**config.mk**
```make
export PLATFORM = sky130hd
export DESIGN_NAME = mem_stage1_flat
export DESIGN_NICKNAME = d
export VERILOG_FILES = /design/src/design/amo_pipe_pkg.sv /design/src/design/dmem_if.sv /design/src/design/mem_stage1.sv /design/src/flat_wrapper.sv
export SDC_FILE = /design/constraint.sdc
export NUM_CORES = 1
export LEC_CHECK = 0
export BUFFER_PORTS_ARGS = -buffer_cell sky130_fd_sc_hd__buf_2
export CAP_MARGIN = 20
export CORE_MARGIN = 3
export CORE_UTILIZATION = 35
export DETAILED_ROUTE_END_ITERATION = 6
export GPL_TIMING_DRIVEN = 0
export PLACE_DENSITY = 0.76
export SLEW_MARGIN = 40
export SYNTH_ARGS = -nofsm -noshare
export SYNTH_HDL_FRONTEND = slang
export SYNTH_SLANG_ARGS = --single-unit
```
**constraint.sdc**
```tcl
create_clock -name clk -period 2.1 [get_ports clk]
set_input_delay 0.42 -clock clk [delete_from_list [all_inputs] [get_ports clk]]
set_output_delay 0.42 -clock clk [all_outputs]
set_load 0.005 [all_outputs]
```
**src/design/amo_pipe_pkg.sv**
```systemverilog
package amo_pipe_pkg;

    // Default widths.
    localparam int TAG_W       = 8;
    localparam int DEF_ADDR_W  = 10;
    localparam int WORD_ADDR_W = 16;   // Word index carried between stages.

    typedef logic [31:0] word_t;
    typedef logic [TAG_W-1:0] tag_t;
    typedef logic [WORD_ADDR_W-1:0] word_addr_t;

    typedef enum logic [1:0] {
        MEM_OP_LOAD  = 2'd0,
        MEM_OP_STORE = 2'd1,
        MEM_OP_AMO   = 2'd2
    } mem_op_e;

    // Follows the funct5 order loosely, packed into 4 bits.
    typedef enum logic [3:0] {
        AMO_OP_SWAP = 4'd0,
        AMO_OP_ADD  = 4'd1,
        AMO_OP_AND  = 4'd2,
        AMO_OP_OR   = 4'd3,
        AMO_OP_XOR  = 4'd4,
        AMO_OP_MIN  = 4'd5,
        AMO_OP_MAX  = 4'd6,
        AMO_OP_MINU = 4'd7,
        AMO_OP_MAXU = 4'd8
    } amo_op_e;

    // Stage 1 to stage 2 payload, 63 bits.
    typedef struct packed {
        mem_op_e    mem_op;
        amo_op_e    amo_op;
        word_addr_t word_addr;
        word_t      wdata;       // rs2 value.
        tag_t       tag;
        logic       fault;       // Misaligned or out of range.
    } m1_to_m2_s;

endpackage : amo_pipe_pkg

```
**src/design/dmem_if.sv**
```systemverilog
`timescale 1ns/1ps

interface dmem_if #(
    parameter int ADDR_W = amo_pipe_pkg::DEF_ADDR_W
);

    // Read port, issued by stage 1, data returned to stage 2.
    logic                rd_en;
    logic [ADDR_W-1:0]   rd_addr;
    amo_pipe_pkg::word_t rd_data;

    // Write port, committed by stage 2.
    logic                wr_en;
    logic [ADDR_W-1:0]   wr_addr;
    amo_pipe_pkg::word_t wr_data;

    modport stage1 (
        output rd_en,
        output rd_addr
    );

    modport stage2 (
        input  rd_data,
        output wr_en,
        output wr_addr,
        output wr_data
    );

    modport ram (
        input  rd_en,
        input  rd_addr,
        output rd_data,
        input  wr_en,
        input  wr_addr,
        input  wr_data
    );

endinterface : dmem_if

```
**src/design/mem_stage1.sv**
```systemverilog
`timescale 1ns/1ps

module mem_stage1 #(
    parameter int ADDR_W = amo_pipe_pkg::DEF_ADDR_W,
    parameter int TAG_W  = amo_pipe_pkg::TAG_W
) (
    input  logic                      clk,
    input  logic                      rst_n,
    input  logic                      flush,
    input  logic                      m2_stall,

    input  logic                      in_valid,
    input  amo_pipe_pkg::mem_op_e     in_op,
    input  amo_pipe_pkg::amo_op_e     in_amo,
    input  logic [31:0]               in_addr,    // Byte address.
    input  amo_pipe_pkg::word_t       in_wdata,
    input  logic [TAG_W-1:0]          in_tag,
    output logic                      in_ready,

    output logic                      m1_valid,
    output amo_pipe_pkg::m1_to_m2_s   m1_to_m2,

    dmem_if.stage1                    dmem
);

    logic in_misaligned;
    logic in_out_of_range;
    logic need_read;

    // Word aligned and inside the RAM.
    assign in_misaligned   = (in_addr[1:0] != 2'b00);
    assign in_out_of_range = (in_addr[31:ADDR_W+2] != '0);

    // The whole pipe advances together.
    assign in_ready = !m2_stall;

    always_ff @(posedge clk) begin
        if (!rst_n) begin
            m1_valid <= 1'b0;
        end else if (flush) begin
            m1_valid <= 1'b0;   // Squash.
        end else if (!m2_stall) begin
            m1_valid <= in_valid;
        end
    end

    always_ff @(posedge clk) begin
        if (!m2_stall) begin
            m1_to_m2 <= '{
                mem_op:    in_op,
                amo_op:    in_amo,
                word_addr: in_addr[amo_pipe_pkg::WORD_ADDR_W+1:2],
                wdata:     in_wdata,
                tag:       amo_pipe_pkg::tag_t'(in_tag),
                fault:     in_misaligned || in_out_of_range
            };
        end
    end

    // Stores and faults skip the read.
    assign need_read = !m1_to_m2.fault && (m1_to_m2.mem_op != amo_pipe_pkg::MEM_OP_STORE);

    // Read lands in the RAM output register on the edge that loads stage 2.
    assign dmem.rd_en   = m1_valid && !m2_stall && need_read;
    assign dmem.rd_addr = m1_to_m2.word_addr[ADDR_W-1:0];

endmodule : mem_stage1

```
**src/flat_wrapper.sv**
```systemverilog
// flat-port wrapper written by rule: the top's interface ports become plain ports
module mem_stage1_flat 
#(
    parameter int ADDR_W = amo_pipe_pkg::DEF_ADDR_W,
    parameter int TAG_W  = amo_pipe_pkg::TAG_W
)
  (clk, rst_n, flush, m2_stall, in_valid, in_op, in_amo, in_addr, in_wdata, in_tag, in_ready, m1_valid, m1_to_m2, dmem_rd_en, dmem_rd_addr);
  dmem_if #(.ADDR_W(ADDR_W)) dmem_i ();
  input  logic clk;
  input  logic rst_n;
  input  logic flush;
  input  logic m2_stall;
  input  logic in_valid;
  input  amo_pipe_pkg::mem_op_e in_op;
  input  amo_pipe_pkg::amo_op_e in_amo;
  input  logic [31:0] in_addr;
  input  amo_pipe_pkg::word_t in_wdata;
  input  logic [TAG_W-1:0] in_tag;
  output logic in_ready;
  output logic m1_valid;
  output amo_pipe_pkg::m1_to_m2_s m1_to_m2;
  output wire logic [$bits(dmem_i.rd_en)-1:0] dmem_rd_en;
  output wire logic [$bits(dmem_i.rd_addr)-1:0] dmem_rd_addr;
  assign dmem_rd_en = dmem_i.rd_en;
  assign dmem_rd_addr = dmem_i.rd_addr;
  mem_stage1 #(.ADDR_W(ADDR_W), .TAG_W(TAG_W)) u_core (.clk(clk), .rst_n(rst_n), .flush(flush), .m2_stall(m2_stall), .in_valid(in_valid), .in_op(in_op), .in_amo(in_amo), .in_addr(in_addr), .in_wdata(in_wdata), .in_tag(in_tag), .in_ready(in_ready), .m1_valid(m1_valid), .m1_to_m2(m1_to_m2), .dmem(dmem_i));
endmodule
```
# == Yosys cells after proc, flatten, opt, wreduce, memory -nomap -nowiden ==
# Cells that the tools add are included.
# op_classes
eq_ne,1
n_bitwise,1
n_reduce_logical,9
# op_table
op,count
$reduce_bool A20 Y1,1
$logic_and A1 B1 Y1,3
$logic_not A1 Y1,2
$ne A2 B1 Y1 const B,1
$reduce_bool A2 Y1,1
$reduce_or A2 Y1,1
$logic_or A1 B1 Y1,1
$not A1 Y1,1
# word_totals
reg_bits,64
inputBits,83
out_inout_bits,76
elab_cells,18

# == Depth between registers and ports, before layout ==
# logic_depth
depth_word,3
depth_mapped,3
depth_no_buf,3

# == Least setup slack after synthesis ==
# No wires, ideal clock.
# synth_path
kind,input -> output
start,input port m2_stall
end,output port in_ready
arrival_ns,1.671
t_required_ns,1.680
setup_slack_ns,0.009
stages,1
n_path_buf,0
cell_sequence,inv_1
# synth_between
elab_chain_cells,1
# synth_rtl
element,line_no,text
"start, declared",flat_wrapper.sv:12,input logic m2_stall;
$logic_not A1 Y1,mem_stage1.sv:35,assign in_ready = !m2_stall;
"end, declared",flat_wrapper.sv:19,output logic in_ready;
# No other way between the ends.

# == Worst setup path after layout ==
# Same ends and word-level chain as after synthesis.

==> results.toml <==
[status]
outcome = "finished, final reports clean"

[setup_path]
critPathLaunchType = "input port"
r2r_slack_ns = 1.42
worstPathArrival_ns = 1.25
cp-end-kind = "primary output"
path_max_fanout = 42
crit_type = "input port to primary output"
required_ns = 1.68

[grt]
grt_usage_pct = 15.5
grt-ovfl-total = 0
antenna_found_initial = 0
grt_first_pass_wirelength_um = 7870
grt_pass1_vias = 1479
grt_max_degree = 43

[timing]
fmax_mhz = 599
finalCritPeriodShare_pct = 79.5
rsz0062_at_grt = "no"
finalClockSkew_ns = 0
finalSetupTns_ns = 0
finalSetupViolCount = 0
hold_viol = 0
timing.final.ws_setup_ns = 0.431
layout_min_cycle_time_ns = 1.67
maxSlewHeadroom_pct = 77.7
final_max_slew_viol_count = 0
tightestPinTransition_ns = 0.332

[placement]
place_area_um2 = 2970
dpl.hpwl_um = 4060
dp_slack_ns = 0.342
port_buffers = 158
place_congestion = 0.856

[logic_synthesis]
synth_top_family_by_area = "buffers and inverters"
yosys-top-cells-count = "edfxtp_1, buf_4, nor4_1"
ys_seq_elements = 64
synthXorXnorAreaFrac_pct = 0
postSynthNetCount = 169
synth-compound-area-share_pct = 0
synth_top_cell_area_share_pct = 91.4
synthArstFlopShare_pct = 0
ys_types = 11
synth-main-ff-cell = "edfxtp_1"
synth_area_leaders = "edfxtp_1, buf_4, nor4_1"
yosys_warnings = 0
syn_inst = 86
yosysMostFrequentCell = "edfxtp_1"
synth_edf_count = 63
ys_seq_area_share_pct = 92.4
synthAdderAreaFrac_pct = 0
yosys.area_share.simple_pct = 3.33
synth_mux_area_share_pct = 0.484
syn_avg_cell_area_um2 = 24.1
yosys.area.top_type = "edfxtp_1"
syn-cell-area_um2 = 2070

[floorplanning]
die_w_um = 82.9
dieArea_um2 = 6870
initial_core_util_pct = 36.9
core_area_um2 = 5610
fp-row-count = 27
pin_count = 159
die_y_um = 82.9

[power_and_ir_drop]
irDropWorstVdd_v = 0.000422
power_uw = 2790
p_per_area_nw_per_um2 = 882
p_leak_uw = 0.00142

[detailed_routing]
drt_wl_total_um = 5140
first_pass_iters = 4
drc_errors = 0
via_per_inst = 4.40
drtAntennaViolNets = 0
drt_iter0_drc = 73
vias = 1464
wire_per_inst_um = 15.4

[finish]
final_area_um2 = 3160
utilization_pct = 56.4
final_layout_size_suffix_gt1_share_pct = 70.9
fill_cells = 494
antenna_cells = 0
nets = 339
syn_to_final_growth_pct = 52.7

[clock_tree]
cts_htree_levels = 3
cts-root-buf = "clkbuf_8"
cts_buffers = 9
cts.sinks = 64
clk_latency_ns = 0.32
clockBufferDepth = 2
cts_hold_buf = 0
cts_tree = "yes"
cts.clk_slew.worst_paths_ns = 0.06
cts_setup_buffers = 0
ctsResizeCount = 0

[hold_path]
hold_path_class = "input port to register"

[flow_run]
drv_cap = 0
-- area by class of cell --
cell class              instances  area, um2  share of cell area (%)
multi-input cells              11       78.8                    2.49
repair buffers                159        811                    25.7
inverters                       1       6.26                   0.198
clock buffers                  10        128                    4.04
well taps                      72       90.1                    2.85
plain buffers                  10       75.1                    2.38
flip-flops and latches         64       1910                    60.5
clock inverters                 6       60.1                    1.90
-- worst max-delay path: stages --
cell and delay (ns):
buf_2 0.13, inv_4 0.25, buf_12 0.27, buf_2 0.16
-- sequential cells by signal, summed over array words and instances (netlist names) --
name,cells
u_core.dmem.rd_addr,10
u_core.m1_to_m2,53
u_core.m1_valid,1
-- cells in the final DEF (no fill, tap or decap) --
cell type	n
buf_4	10
edfxtp_1	63
clkbuf_1	1
dfxtp_1	1
buf_12	1
bufinv_16	1
nand4_1	1
clkbuf_8	9
buf_2	158
nor3b_1	1
mux2i_1	1
clkinvlp_4	2
or4_1	2
nor2b_1	1
clkinv_2	3
nor4b_1	1
inv_4	1
nor4_1	4
-- kinds of logic (layout without fill, tap and decap cells) --
kind of cell / after synthesis / count (layout)
AND/OR/NAND/NOR: 10 / 10
flip-flops: 64 / 64
buffers and inverters: 11 / 186
multiplexers: 1 / 1
-- worst paths after layout --
check	start	endpoint	depth (start not counted)
setup / recovery	m2_stall	in_ready	4
hold / removal	flush	u_core.m1_valid	2
setup reg to reg	u_core.m1_valid	u_core.m1_valid	2
hold reg to reg	u_core.m1_valid	u_core.m1_valid	2
-- per-stage QoR --
step | cells | hold WS [ns]
after global placement | 316 | 0.541
after global routing | 333 | 0.230
after floorplan | 86 | 0.496
after CTS | 333 | 0.228
after detailed placement | 317 | 0.579
final | 333 | 0.254
-- layer usage --
layer / wire (um) / track usage (%) / vias up / part of all wire (%)
li1: - / - / 677 / -
met1: 1890 / 16.6 / 680 / 37
met2: 2610 / 26.3 / 100 / 51
met3: 580 / 7.24 / 7 / 11
met4: 59 / 6.24 / 0 / 1.1
met5: 0 / 0 / - / 0
-- power by group --
part	internal, uW	leakage (uW)	switching, uW
clock	541	0.0000920	445
combinational	147	0.000699	112
sequential	1510	0.000625	27.9
total	2200	0.00142	585
No activity file was read; power rests on OpenSTA's default activity.
