**src/design/amo_pipe_pkg.sv**
```systemverilog
package amo_pipe_pkg;

    // Default widths.
    localparam int TAG_W       = 8;
    localparam int DEF_ADDR_W  = 10;
    localparam int WORD_ADDR_W = 16;   // Word index carried between stages.

    typedef logic [31:0] word_t;
    typedef logic [TAG_W-1:0] tag_t;
    typedef logic [WORD_ADDR_W-1:0] word_addr_t;

    typedef enum logic [1:0] {
        MEM_OP_LOAD  = 2'd0,
        MEM_OP_STORE = 2'd1,
        MEM_OP_AMO   = 2'd2
    } mem_op_e;

    // Follows the funct5 order loosely, packed into 4 bits.
    typedef enum logic [3:0] {
        AMO_OP_SWAP = 4'd0,
        AMO_OP_ADD  = 4'd1,
        AMO_OP_AND  = 4'd2,
        AMO_OP_OR   = 4'd3,
        AMO_OP_XOR  = 4'd4,
        AMO_OP_MIN  = 4'd5,
        AMO_OP_MAX  = 4'd6,
        AMO_OP_MINU = 4'd7,
        AMO_OP_MAXU = 4'd8
    } amo_op_e;

    // Stage 1 to stage 2 payload, 63 bits.
    typedef struct packed {
        mem_op_e    mem_op;
        amo_op_e    amo_op;
        word_addr_t word_addr;
        word_t      wdata;       // rs2 value.
        tag_t       tag;
        logic       fault;       // Misaligned or out of range.
    } m1_to_m2_s;

endpackage : amo_pipe_pkg

```
**src/design/dmem_if.sv**
```systemverilog
`timescale 1ns/1ps

interface dmem_if #(
    parameter int ADDR_W = amo_pipe_pkg::DEF_ADDR_W
);

    // Read port, issued by stage 1, data returned to stage 2.
    logic                rd_en;
    logic [ADDR_W-1:0]   rd_addr;
    amo_pipe_pkg::word_t rd_data;

    // Write port, committed by stage 2.
    logic                wr_en;
    logic [ADDR_W-1:0]   wr_addr;
    amo_pipe_pkg::word_t wr_data;

    modport stage1 (
        output rd_en,
        output rd_addr
    );

    modport stage2 (
        input  rd_data,
        output wr_en,
        output wr_addr,
        output wr_data
    );

    modport ram (
        input  rd_en,
        input  rd_addr,
        output rd_data,
        input  wr_en,
        input  wr_addr,
        input  wr_data
    );

endinterface : dmem_if

```
**src/design/mem_stage2.sv**
```systemverilog
`timescale 1ns/1ps

module mem_stage2 #(
    parameter int ADDR_W = amo_pipe_pkg::DEF_ADDR_W,
    parameter int TAG_W  = amo_pipe_pkg::TAG_W
) (
    input  logic                      clk,
    input  logic                      rst_n,
    input  logic                      flush,
    input  logic                      res_ready,

    input  logic                      m1_valid,
    input  amo_pipe_pkg::m1_to_m2_s   m1_to_m2,
    output logic                      m2_stall,

    output logic                      res_valid,
    output amo_pipe_pkg::word_t       res_data,
    output logic [TAG_W-1:0]          res_tag,
    output logic                      res_fault,

    dmem_if.stage2                    dmem
);

    logic                    m2_valid;
    amo_pipe_pkg::m1_to_m2_s m2_q;
    logic                    res_accept;
    logic                    does_write;

    // Last committed write.
    logic                    fwd_valid;
    logic [ADDR_W-1:0]       fwd_addr;
    amo_pipe_pkg::word_t     fwd_data;

    amo_pipe_pkg::word_t     old_word;
    amo_pipe_pkg::word_t     new_word;
    amo_pipe_pkg::word_t     amo_result;

    assign m2_stall = m2_valid && !res_ready;

    always_ff @(posedge clk) begin
        if (!rst_n) begin
            m2_valid <= 1'b0;
        end else if (flush) begin
            m2_valid <= 1'b0;
        end else if (!m2_stall) begin
            m2_valid <= m1_valid;
        end
    end

    always_ff @(posedge clk) begin
        if (!m2_stall) begin
            m2_q <= m1_to_m2;
        end
    end

    assign res_valid  = m2_valid && !flush;
    assign res_accept = res_valid && res_ready;

    // The RAM is read-first, so a write on the read edge is missed.
    assign old_word = (fwd_valid && (fwd_addr == m2_q.word_addr[ADDR_W-1:0]))
                    ? fwd_data : dmem.rd_data;

    always_comb begin
        case (m2_q.amo_op)
            amo_pipe_pkg::AMO_OP_SWAP: amo_result = m2_q.wdata;
            amo_pipe_pkg::AMO_OP_ADD:  amo_result = old_word + m2_q.wdata;
            amo_pipe_pkg::AMO_OP_AND:  amo_result = old_word & m2_q.wdata;
            amo_pipe_pkg::AMO_OP_OR:   amo_result = old_word | m2_q.wdata;
            amo_pipe_pkg::AMO_OP_XOR:  amo_result = old_word ^ m2_q.wdata;
            amo_pipe_pkg::AMO_OP_MIN:
                amo_result = ($signed(old_word) < $signed(m2_q.wdata)) ? old_word : m2_q.wdata;
            amo_pipe_pkg::AMO_OP_MAX:
                amo_result = ($signed(old_word) > $signed(m2_q.wdata)) ? old_word : m2_q.wdata;
            amo_pipe_pkg::AMO_OP_MINU:
                amo_result = (old_word < m2_q.wdata) ? old_word : m2_q.wdata;
            amo_pipe_pkg::AMO_OP_MAXU:
                amo_result = (old_word > m2_q.wdata) ? old_word : m2_q.wdata;
            default:                   amo_result = m2_q.wdata;   // Unused codes act as swap.
        endcase
    end

    assign new_word = (m2_q.mem_op == amo_pipe_pkg::MEM_OP_AMO) ? amo_result : m2_q.wdata;

    // Only stores and AMOs that did not fault.
    assign does_write = !m2_q.fault && (m2_q.mem_op != amo_pipe_pkg::MEM_OP_LOAD);

    assign dmem.wr_en   = res_accept && does_write;
    assign dmem.wr_addr = m2_q.word_addr[ADDR_W-1:0];
    assign dmem.wr_data = new_word;

    always_ff @(posedge clk) begin
        if (!rst_n) begin
            fwd_valid <= 1'b0;
        end else if (dmem.wr_en) begin
            fwd_valid <= 1'b1;
        end
    end

    always_ff @(posedge clk) begin
        if (dmem.wr_en) begin
            fwd_addr <= dmem.wr_addr;
            fwd_data <= dmem.wr_data;
        end
    end

    // Old word back to the caller. Stores and faults return zero.
    assign res_data  = (m2_q.fault || (m2_q.mem_op == amo_pipe_pkg::MEM_OP_STORE))
                     ? '0 : old_word;
    assign res_tag   = TAG_W'(m2_q.tag);
    assign res_fault = m2_q.fault;

endmodule : mem_stage2

```
**src/flat_wrapper.sv**
```systemverilog
// flat-port wrapper written by rule: the top's interface ports become plain ports
module mem_stage2_flat 
#(
    parameter int ADDR_W = amo_pipe_pkg::DEF_ADDR_W,
    parameter int TAG_W  = amo_pipe_pkg::TAG_W
)
  (clk, rst_n, flush, res_ready, m1_valid, m1_to_m2, m2_stall, res_valid, res_data, res_tag, res_fault, dmem_rd_data, dmem_wr_en, dmem_wr_addr, dmem_wr_data);
  dmem_if #(.ADDR_W(ADDR_W)) dmem_i ();
  input  logic clk;
  input  logic rst_n;
  input  logic flush;
  input  logic res_ready;
  input  logic m1_valid;
  input  amo_pipe_pkg::m1_to_m2_s m1_to_m2;
  output logic m2_stall;
  output logic res_valid;
  output amo_pipe_pkg::word_t res_data;
  output logic [TAG_W-1:0] res_tag;
  output logic res_fault;
  input wire logic [$bits(dmem_i.rd_data)-1:0] dmem_rd_data;
  output wire logic [$bits(dmem_i.wr_en)-1:0] dmem_wr_en;
  output wire logic [$bits(dmem_i.wr_addr)-1:0] dmem_wr_addr;
  output wire logic [$bits(dmem_i.wr_data)-1:0] dmem_wr_data;
  assign dmem_i.rd_data = dmem_rd_data;
  assign dmem_wr_en = dmem_i.wr_en;
  assign dmem_wr_addr = dmem_i.wr_addr;
  assign dmem_wr_data = dmem_i.wr_data;
  mem_stage2 #(.ADDR_W(ADDR_W), .TAG_W(TAG_W)) u_core (.clk(clk), .rst_n(rst_n), .flush(flush), .res_ready(res_ready), .m1_valid(m1_valid), .m1_to_m2(m1_to_m2), .m2_stall(m2_stall), .res_valid(res_valid), .res_data(res_data), .res_tag(res_tag), .res_fault(res_fault), .dmem(dmem_i));
endmodule
```
**config.mk**
```make
export PLATFORM = sky130hd
export DESIGN_NAME = mem_stage2_flat
export DESIGN_NICKNAME = d
export VERILOG_FILES = /design/src/design/amo_pipe_pkg.sv /design/src/design/dmem_if.sv /design/src/design/mem_stage2.sv /design/src/flat_wrapper.sv
export SDC_FILE = /design/constraint.sdc
export NUM_CORES = 1
export LEC_CHECK = 0
export BUFFER_PORTS_ARGS = -buffer_cell sky130_fd_sc_hd__buf_2
export CORE_ASPECT_RATIO = 1.1
export CORE_UTILIZATION = 61
export CTS_CLUSTER_SIZE = 14
export DETAILED_ROUTE_END_ITERATION = 7
export GPL_TIMING_DRIVEN = 0
export PLACE_DENSITY = 0.94
export SYNTH_ARGS = -nofsm -noshare
export SYNTH_HDL_FRONTEND = slang
export SYNTH_SLANG_ARGS = --single-unit
```
**constraint.sdc**
```tcl
create_clock -name clk -period 13.3 [get_ports clk]
set_clock_uncertainty 0.2 [all_clocks]
set_input_delay 2.66 -clock clk [delete_from_list [all_inputs] [get_ports clk]]
set_output_delay 2.66 -clock clk [all_outputs]
set_load 0.02 [all_outputs]
```
# ---- Word-level counts from Yosys, hierarchy flattened
# Index checks and enable logic that the tools add are counted.
dict set report totals {
  register_bits 101
  latchBits 0
  ram_bits 0
  romBits 0
  out_inout_bits 86
  memories 0
}
dict set report classes {
  n_addsub 1
  n_mul 0
  n_div 0
  n_lt_le_gt_ge 4
  eq_ne 11
  shift 0
  muxes 8
  bitwise 4
  reduce_logical 12
}
# operator count
set op_table {}
lappend op_table {{case mux 32 bit (8 select lines)} 1}
lappend op_table {{two-way mux 32 bit} 7}
lappend op_table {{> comparator 32 bit} 2}
lappend op_table {{< comparator 32 bit} 2}
lappend op_table {{adder 32 bit} 1}
lappend op_table {{bitwise AND 32 bit} 1}
lappend op_table {{bitwise OR 32 bit} 1}
lappend op_table {{XOR 32 bit} 1}
lappend op_table {{== test 4 x 3 -> 1 bit, second input constant} 4}
lappend op_table {{== test 10 bit} 1}
lappend op_table {{== test 4 x 2 -> 1 bit, second input constant} 2}
lappend op_table {{logical AND 1 bit} 6}
lappend op_table {{== test 4 x 1 -> 1 bit, second input constant} 1}
lappend op_table {{== test 4 bit, second input constant} 1}
lappend op_table {{zero test 1 bit} 3}
lappend op_table {{== test 2 x 1 -> 1 bit, second input constant} 1}
lappend op_table {{== test 2 bit, second input constant} 1}
lappend op_table {{nonzero test 2 bit} 1}
lappend op_table {{OR reduction 2 bit} 1}
lappend op_table {{logical OR 1 bit} 1}
lappend op_table {{NOT 1 bit} 1}

# ---- Depth between registers and ports, before layout
dict set report logic_depth {
  ltp_word 7
  ltp_mapped 21
  mapped_depth_nobuf 17
}

# ---- Least setup slack after synthesis
# Ideal clock, no wire load.
dict set report synth_timing {
  path_type {input port to output port}
  start {input flush}
  end {output dmem_wr_en}
  arrival_ps 7771
  t_required_ps 10440
  slack_ps 2669
  path_stages 2
  n_path_buf 0
  path_cell_list {nor2b_1 -> nor4bb_1}
}
dict set report synth_between {
  elab_chain_len 4
}
# element line
set synth_rtl {}
lappend synth_rtl {{from (decl)} flat_wrapper.sv:11} ;# input logic flush;
lappend synth_rtl {{zero test 1 bit} mem_stage2.sv:56} ;# assign res_valid = m2_valid && !flush;
lappend synth_rtl {{logical AND 1 bit} mem_stage2.sv:56}
lappend synth_rtl {{logical AND 1 bit} mem_stage2.sv:57} ;# assign res_accept = res_valid && res_ready;
lappend synth_rtl {{logical AND 1 bit} mem_stage2.sv:87} ;# assign dmem.wr_en = res_accept && does_write;
lappend synth_rtl {{to (decl)} flat_wrapper.sv:21} ;# output wire logic [$bits(dmem_i.wr_en)-1:0] dmem_wr_en;
# Every way passes these cells.

# ---- Worst setup path in the final report
dict set report layout_timing {
  start {register u_core.m2_q (netlist bit u_core.dmem.wr_addr[6])}
  end {output dmem_wr_data[9]}
}
dict set report layout_between {
  elab_chain_len 7
  elab_cells_between_ends 17
  cone_classes {add/sub (1); order compare (4); eq/ne (1); mux (7); bitwise (3); reduce/logical (1)}
}
# element line
set layout_rtl {}
lappend layout_rtl {{from (decl)} mem_stage2.sv:25} ;# amo_pipe_pkg::m1_to_m2_s m2_q;
lappend layout_rtl {{from (signal assigned)} mem_stage2.sv:52} ;# m2_q <= m1_to_m2;
lappend layout_rtl {{== test 10 bit (*)} mem_stage2.sv:60} ;# assign old_word = (fwd_valid && (fwd_addr == m2_q.word_addr[ADDR_W-1:0]))
lappend layout_rtl {{logical AND 1 bit (*)} mem_stage2.sv:60}
lappend layout_rtl {{two-way mux 32 bit (*)} mem_stage2.sv:61} ;# ? fwd_data : dmem.rd_data;
lappend layout_rtl {{> comparator 32 bit, or another cell as far along} mem_stage2.sv:77} ;# amo_result = (old_word > m2_q.wdata) ? old_word : m2_q.wdata;
lappend layout_rtl {{two-way mux 32 bit (on tied branches)} n/a}
lappend layout_rtl {{case mux 32 bit (8 select lines) (*)} mem_stage2.sv:64} ;# case (m2_q.amo_op)
lappend layout_rtl {{two-way mux 32 bit (*)} mem_stage2.sv:82} ;# assign new_word = (m2_q.mem_op == amo_pipe_pkg::MEM_OP_AMO) ? amo_result : m2_q.wdata;
lappend layout_rtl {{to (decl)} flat_wrapper.sv:23} ;# output wire logic [$bits(dmem_i.wr_data)-1:0] dmem_wr_data;
# Every way passes the cells marked *; elsewhere a longest branch is shown, timed or not.

==> flow_summary.ini <==
[synth]
synth_edf_count = 99
yosysSeqAreaShare = 0.338
syn_nets = 1188
synth_top_area_cell = edfxtp_1
netlist_area_sq_mm = 0.00892
yosysMostFrequentCell = edfxtp_1
ys_types = 81
syn_avg_cell_area_sq_um = 9.00
yosys.area.top_type_share = 0.333
synth_area_leaders = edfxtp_1, ha_1, a21oi_1
ys_warn_count = 0
synth_common_cells = edfxtp_1, ha_1, inv_1, nor2_1, a21oi_1
ys_ff_latch = 101
netlist_instances = 991
synth_flop_cell = edfxtp_1
synthArstFlopShare = 0

[cts]
hold_buffers = 0
clkLatencyLatePin_ns = 0.36
cts_resized = 0
cts_tree = yes
cts-root-buf = clkbuf_16
clock-sinks = 101
cts.clk_slew.worst_paths_ns = 0.08
clockBufferDepth = 2
post-cts-setup-buffers = 0
numCtsBuffers = 9
htreeDepth = 3

[floorplan]
rows = 46
die_x_um = 117
initial_utilization = 0.623
core_area_sq_mm = 0.0143
num_io_pins = 186
die_h_um = 129
design.die.area_sq_mm = 0.0151

[power]
leakage_nw = 4.58
power_density_mw_per_mm2 = 91.5
intPower_mw = 0.606
share_comb_of_total_power = 0.318
power_frac_clock = 0.289
ir_drop_mv = 0.0619
p_sw_frac = 0.365
pwr-share-seq = 0.392
power_switching_mw = 0.349

[layout]
antennaDiodeCount = 0
utilization = 0.727
area_growth_pct = 16.8
final_area_sq_mm = 0.0104
nets = 1381
fillers = 1105
drive_gt1_frac = 0.231
fin_cells = 1381

[min_path]
hold_end = u_core.fwd_valid$_SDFFE_PN0P_
min_from = u_core.fwd_valid$_SDFFE_PN0P_
min_delay_path_depth = 1
hp-class = register to register

[route]
dr.pass1.iters = 7
routed_wl_um = 29500
wl_per_cell_um = 21.3
viasPerCell = 6.43
ant_nets = 0
vias = 8883
drc = 0
drt_iter0_drc = 1097

[sta]
period_needed_ns = 10.58
max_freq_mhz = 94.5
rsz0062_at_grt = false
tightest_slew_ns = 1.31
hold_slack_ns = 0.291
slew_violations = 0
setup_viol = 0
finalHoldViolCount = 0
slew_headroom = 0.117
fin_setup_tns_ns = 0
period_share = 0.795

[grt]
antenna_found_initial = 0
grt_max_degree = 59
grt_pass1_vias = 8624
gr-usage-all-layers = 0.385
grt_pass1_wl_um = 45000
grt.overflow.total = 0

[place]
gp_congestion = 0.995
dp.cells = 1365
place_area_sq_mm = 0.0101
portBuffers = 179
hpwlAfterDp_um = 22000

[worst_setup_path]
crit_required_ns = 10.44
ff2ff_setup_slack_ns = 5.76
critical_path_arrival_ns = 7.72
crit_path_start_kind = register
r2r_cells = 19
cp_max_fo = 10
crit_path_end_kind = primary output
path_class = register to primary output
r2r_end = u_core.fwd_data[9]$_DFFE_PP_
regToRegStartpoint = u_core.dmem.wr_addr[6]$_DFFE_PN_

[flow_run]
cap_violations = 0

[outcome]
status = finished, final reports clean
## how the worst max path moves through the flow
| stage | start | endpoint | slack [ns] | cells after the start |
|---|---|---|---|---|
| finish | u_core.dmem.wr_addr[6]$_DFFE_PN_ | dmem_wr_data[9] | 2.72 | 20 |
| global route | u_core.dmem.wr_addr[6]$_DFFE_PN_ | dmem_wr_data[9] | 2.49 | 20 |
| CTS | u_core.dmem.wr_addr[6]$_DFFE_PN_ | dmem_wr_data[9] | 3.02 | 20 |
| detailed placement | u_core.dmem.wr_addr[6]$_DFFE_PN_ | dmem_wr_data[9] | 3.45 | 20 |
| global placement | flush | dmem_wr_en | -0.41 | 4 |
| floorplan | flush | dmem_wr_en | 2.67 | 2 |
## per-stage QoR
step | power (mW) | worst slack (ns)
floorplan | 0.582 | 2.67
finish | 0.954 | 2.72
global route | 0.984 | 2.49
CTS | 0.943 | 3.02
global placement | 0.668 | -0.408
detailed placement | 0.675 | 3.45
## placed cells by master (no fill, tap or decap), types with 6 or more instances in the layout
master	instances
o31ai_1	8
o21ai_0	46
o21a_1	7
buf_4	18
o211ai_1	9
buf_6	6
nor3_1	19
edfxtp_1	99
a21oi_1	87
xnor2_1	23
nor2_1	91
buf_2	192
mux2_2	21
nand2_1	51
nor2b_1	13
nor3b_1	6
o21bai_1	9
clkbuf_16	9
a221oi_1	6
inv_1	95
clkbuf_1	37
and2_1	6
nor4_1	11
o22ai_1	27
o221ai_1	16
nand4_1	8
ha_1	96
nand2b_1	6
a22o_1	6
a211oi_1	20
mux2i_1	16
nand3_1	22
a21o_1	10
## cells by family after synthesis
| group | synth area share |
|---|---|
| AO/OA/AOI/OAI | 0.236 |
| AND/OR/NAND/NOR | 0.137 |
| buffers and inverters | 0.0851 |
| flip-flops | 0.338 |
| adder cells (fa/ha/maj) | 0.137 |
| multiplexers | 0.0445 |
| XOR/XNOR | 0.0236 |
## sequential cells by signal, summed over array words and instances (netlist names)
signal,count
u_core.m2_valid,1
u_core.fwd_addr,10
u_core.res_fault,1
u_core.dmem.wr_addr,10
u_core.m2_q,38
u_core.fwd_valid,1
u_core.fwd_data,32
u_core.res_tag,8
## metal layers
metal | up-vias | part of all wire | global-route usage
met1 | 4142 | 0.38 | 0.478
met4 | 0 | 0.049 | 0.212
li1 | 3999 | - | -
met5 | - | 0 | 0
met3 | 123 | 0.11 | 0.0758
met2 | 619 | 0.46 | 0.636
## critical path, stage by stage (launching register included)
cell      delay [ns]
edfxtp_1        0.44
xnor2_1         0.22
nand4_1         0.16
nor3_1          1.02
clkbuf_1        0.86
buf_2           0.56
mux2i_1         0.43
inv_1           0.13
ha_1            0.45
nand4_4         0.17
nor4_4          0.43
a211oi_2        0.18
and2_1          0.20
buf_6           0.13
a21oi_2         0.26
o211ai_1        0.21
nand2_2         0.20
clkbuf_1        0.60
a21oi_1         0.15
o22ai_1         0.30
buf_2           0.24
## area by class of cell
class	instances	area, sq um	area share
plain buffers	75	403	0.0387
well taps	192	240	0.0230
clock buffers	9	225	0.0216
flip-flops and latches	101	3010	0.289
multi-input cells	720	5170	0.496
clock inverters	7	76.3	0.00732
inverters	95	357	0.0342
repair buffers	182	937	0.0899
## power groups by stage
stage	clock [mW]	sequential (mW)	combinational, mW
after floorplan	0	0.378	0.203
after CTS	0.274	0.374	0.295
final	0.276	0.374	0.304
after global routing	0.282	0.376	0.326
after detailed placement	0	0.381	0.293
after global placement	0	0.381	0.287
(Power assumes the default switching activity.)
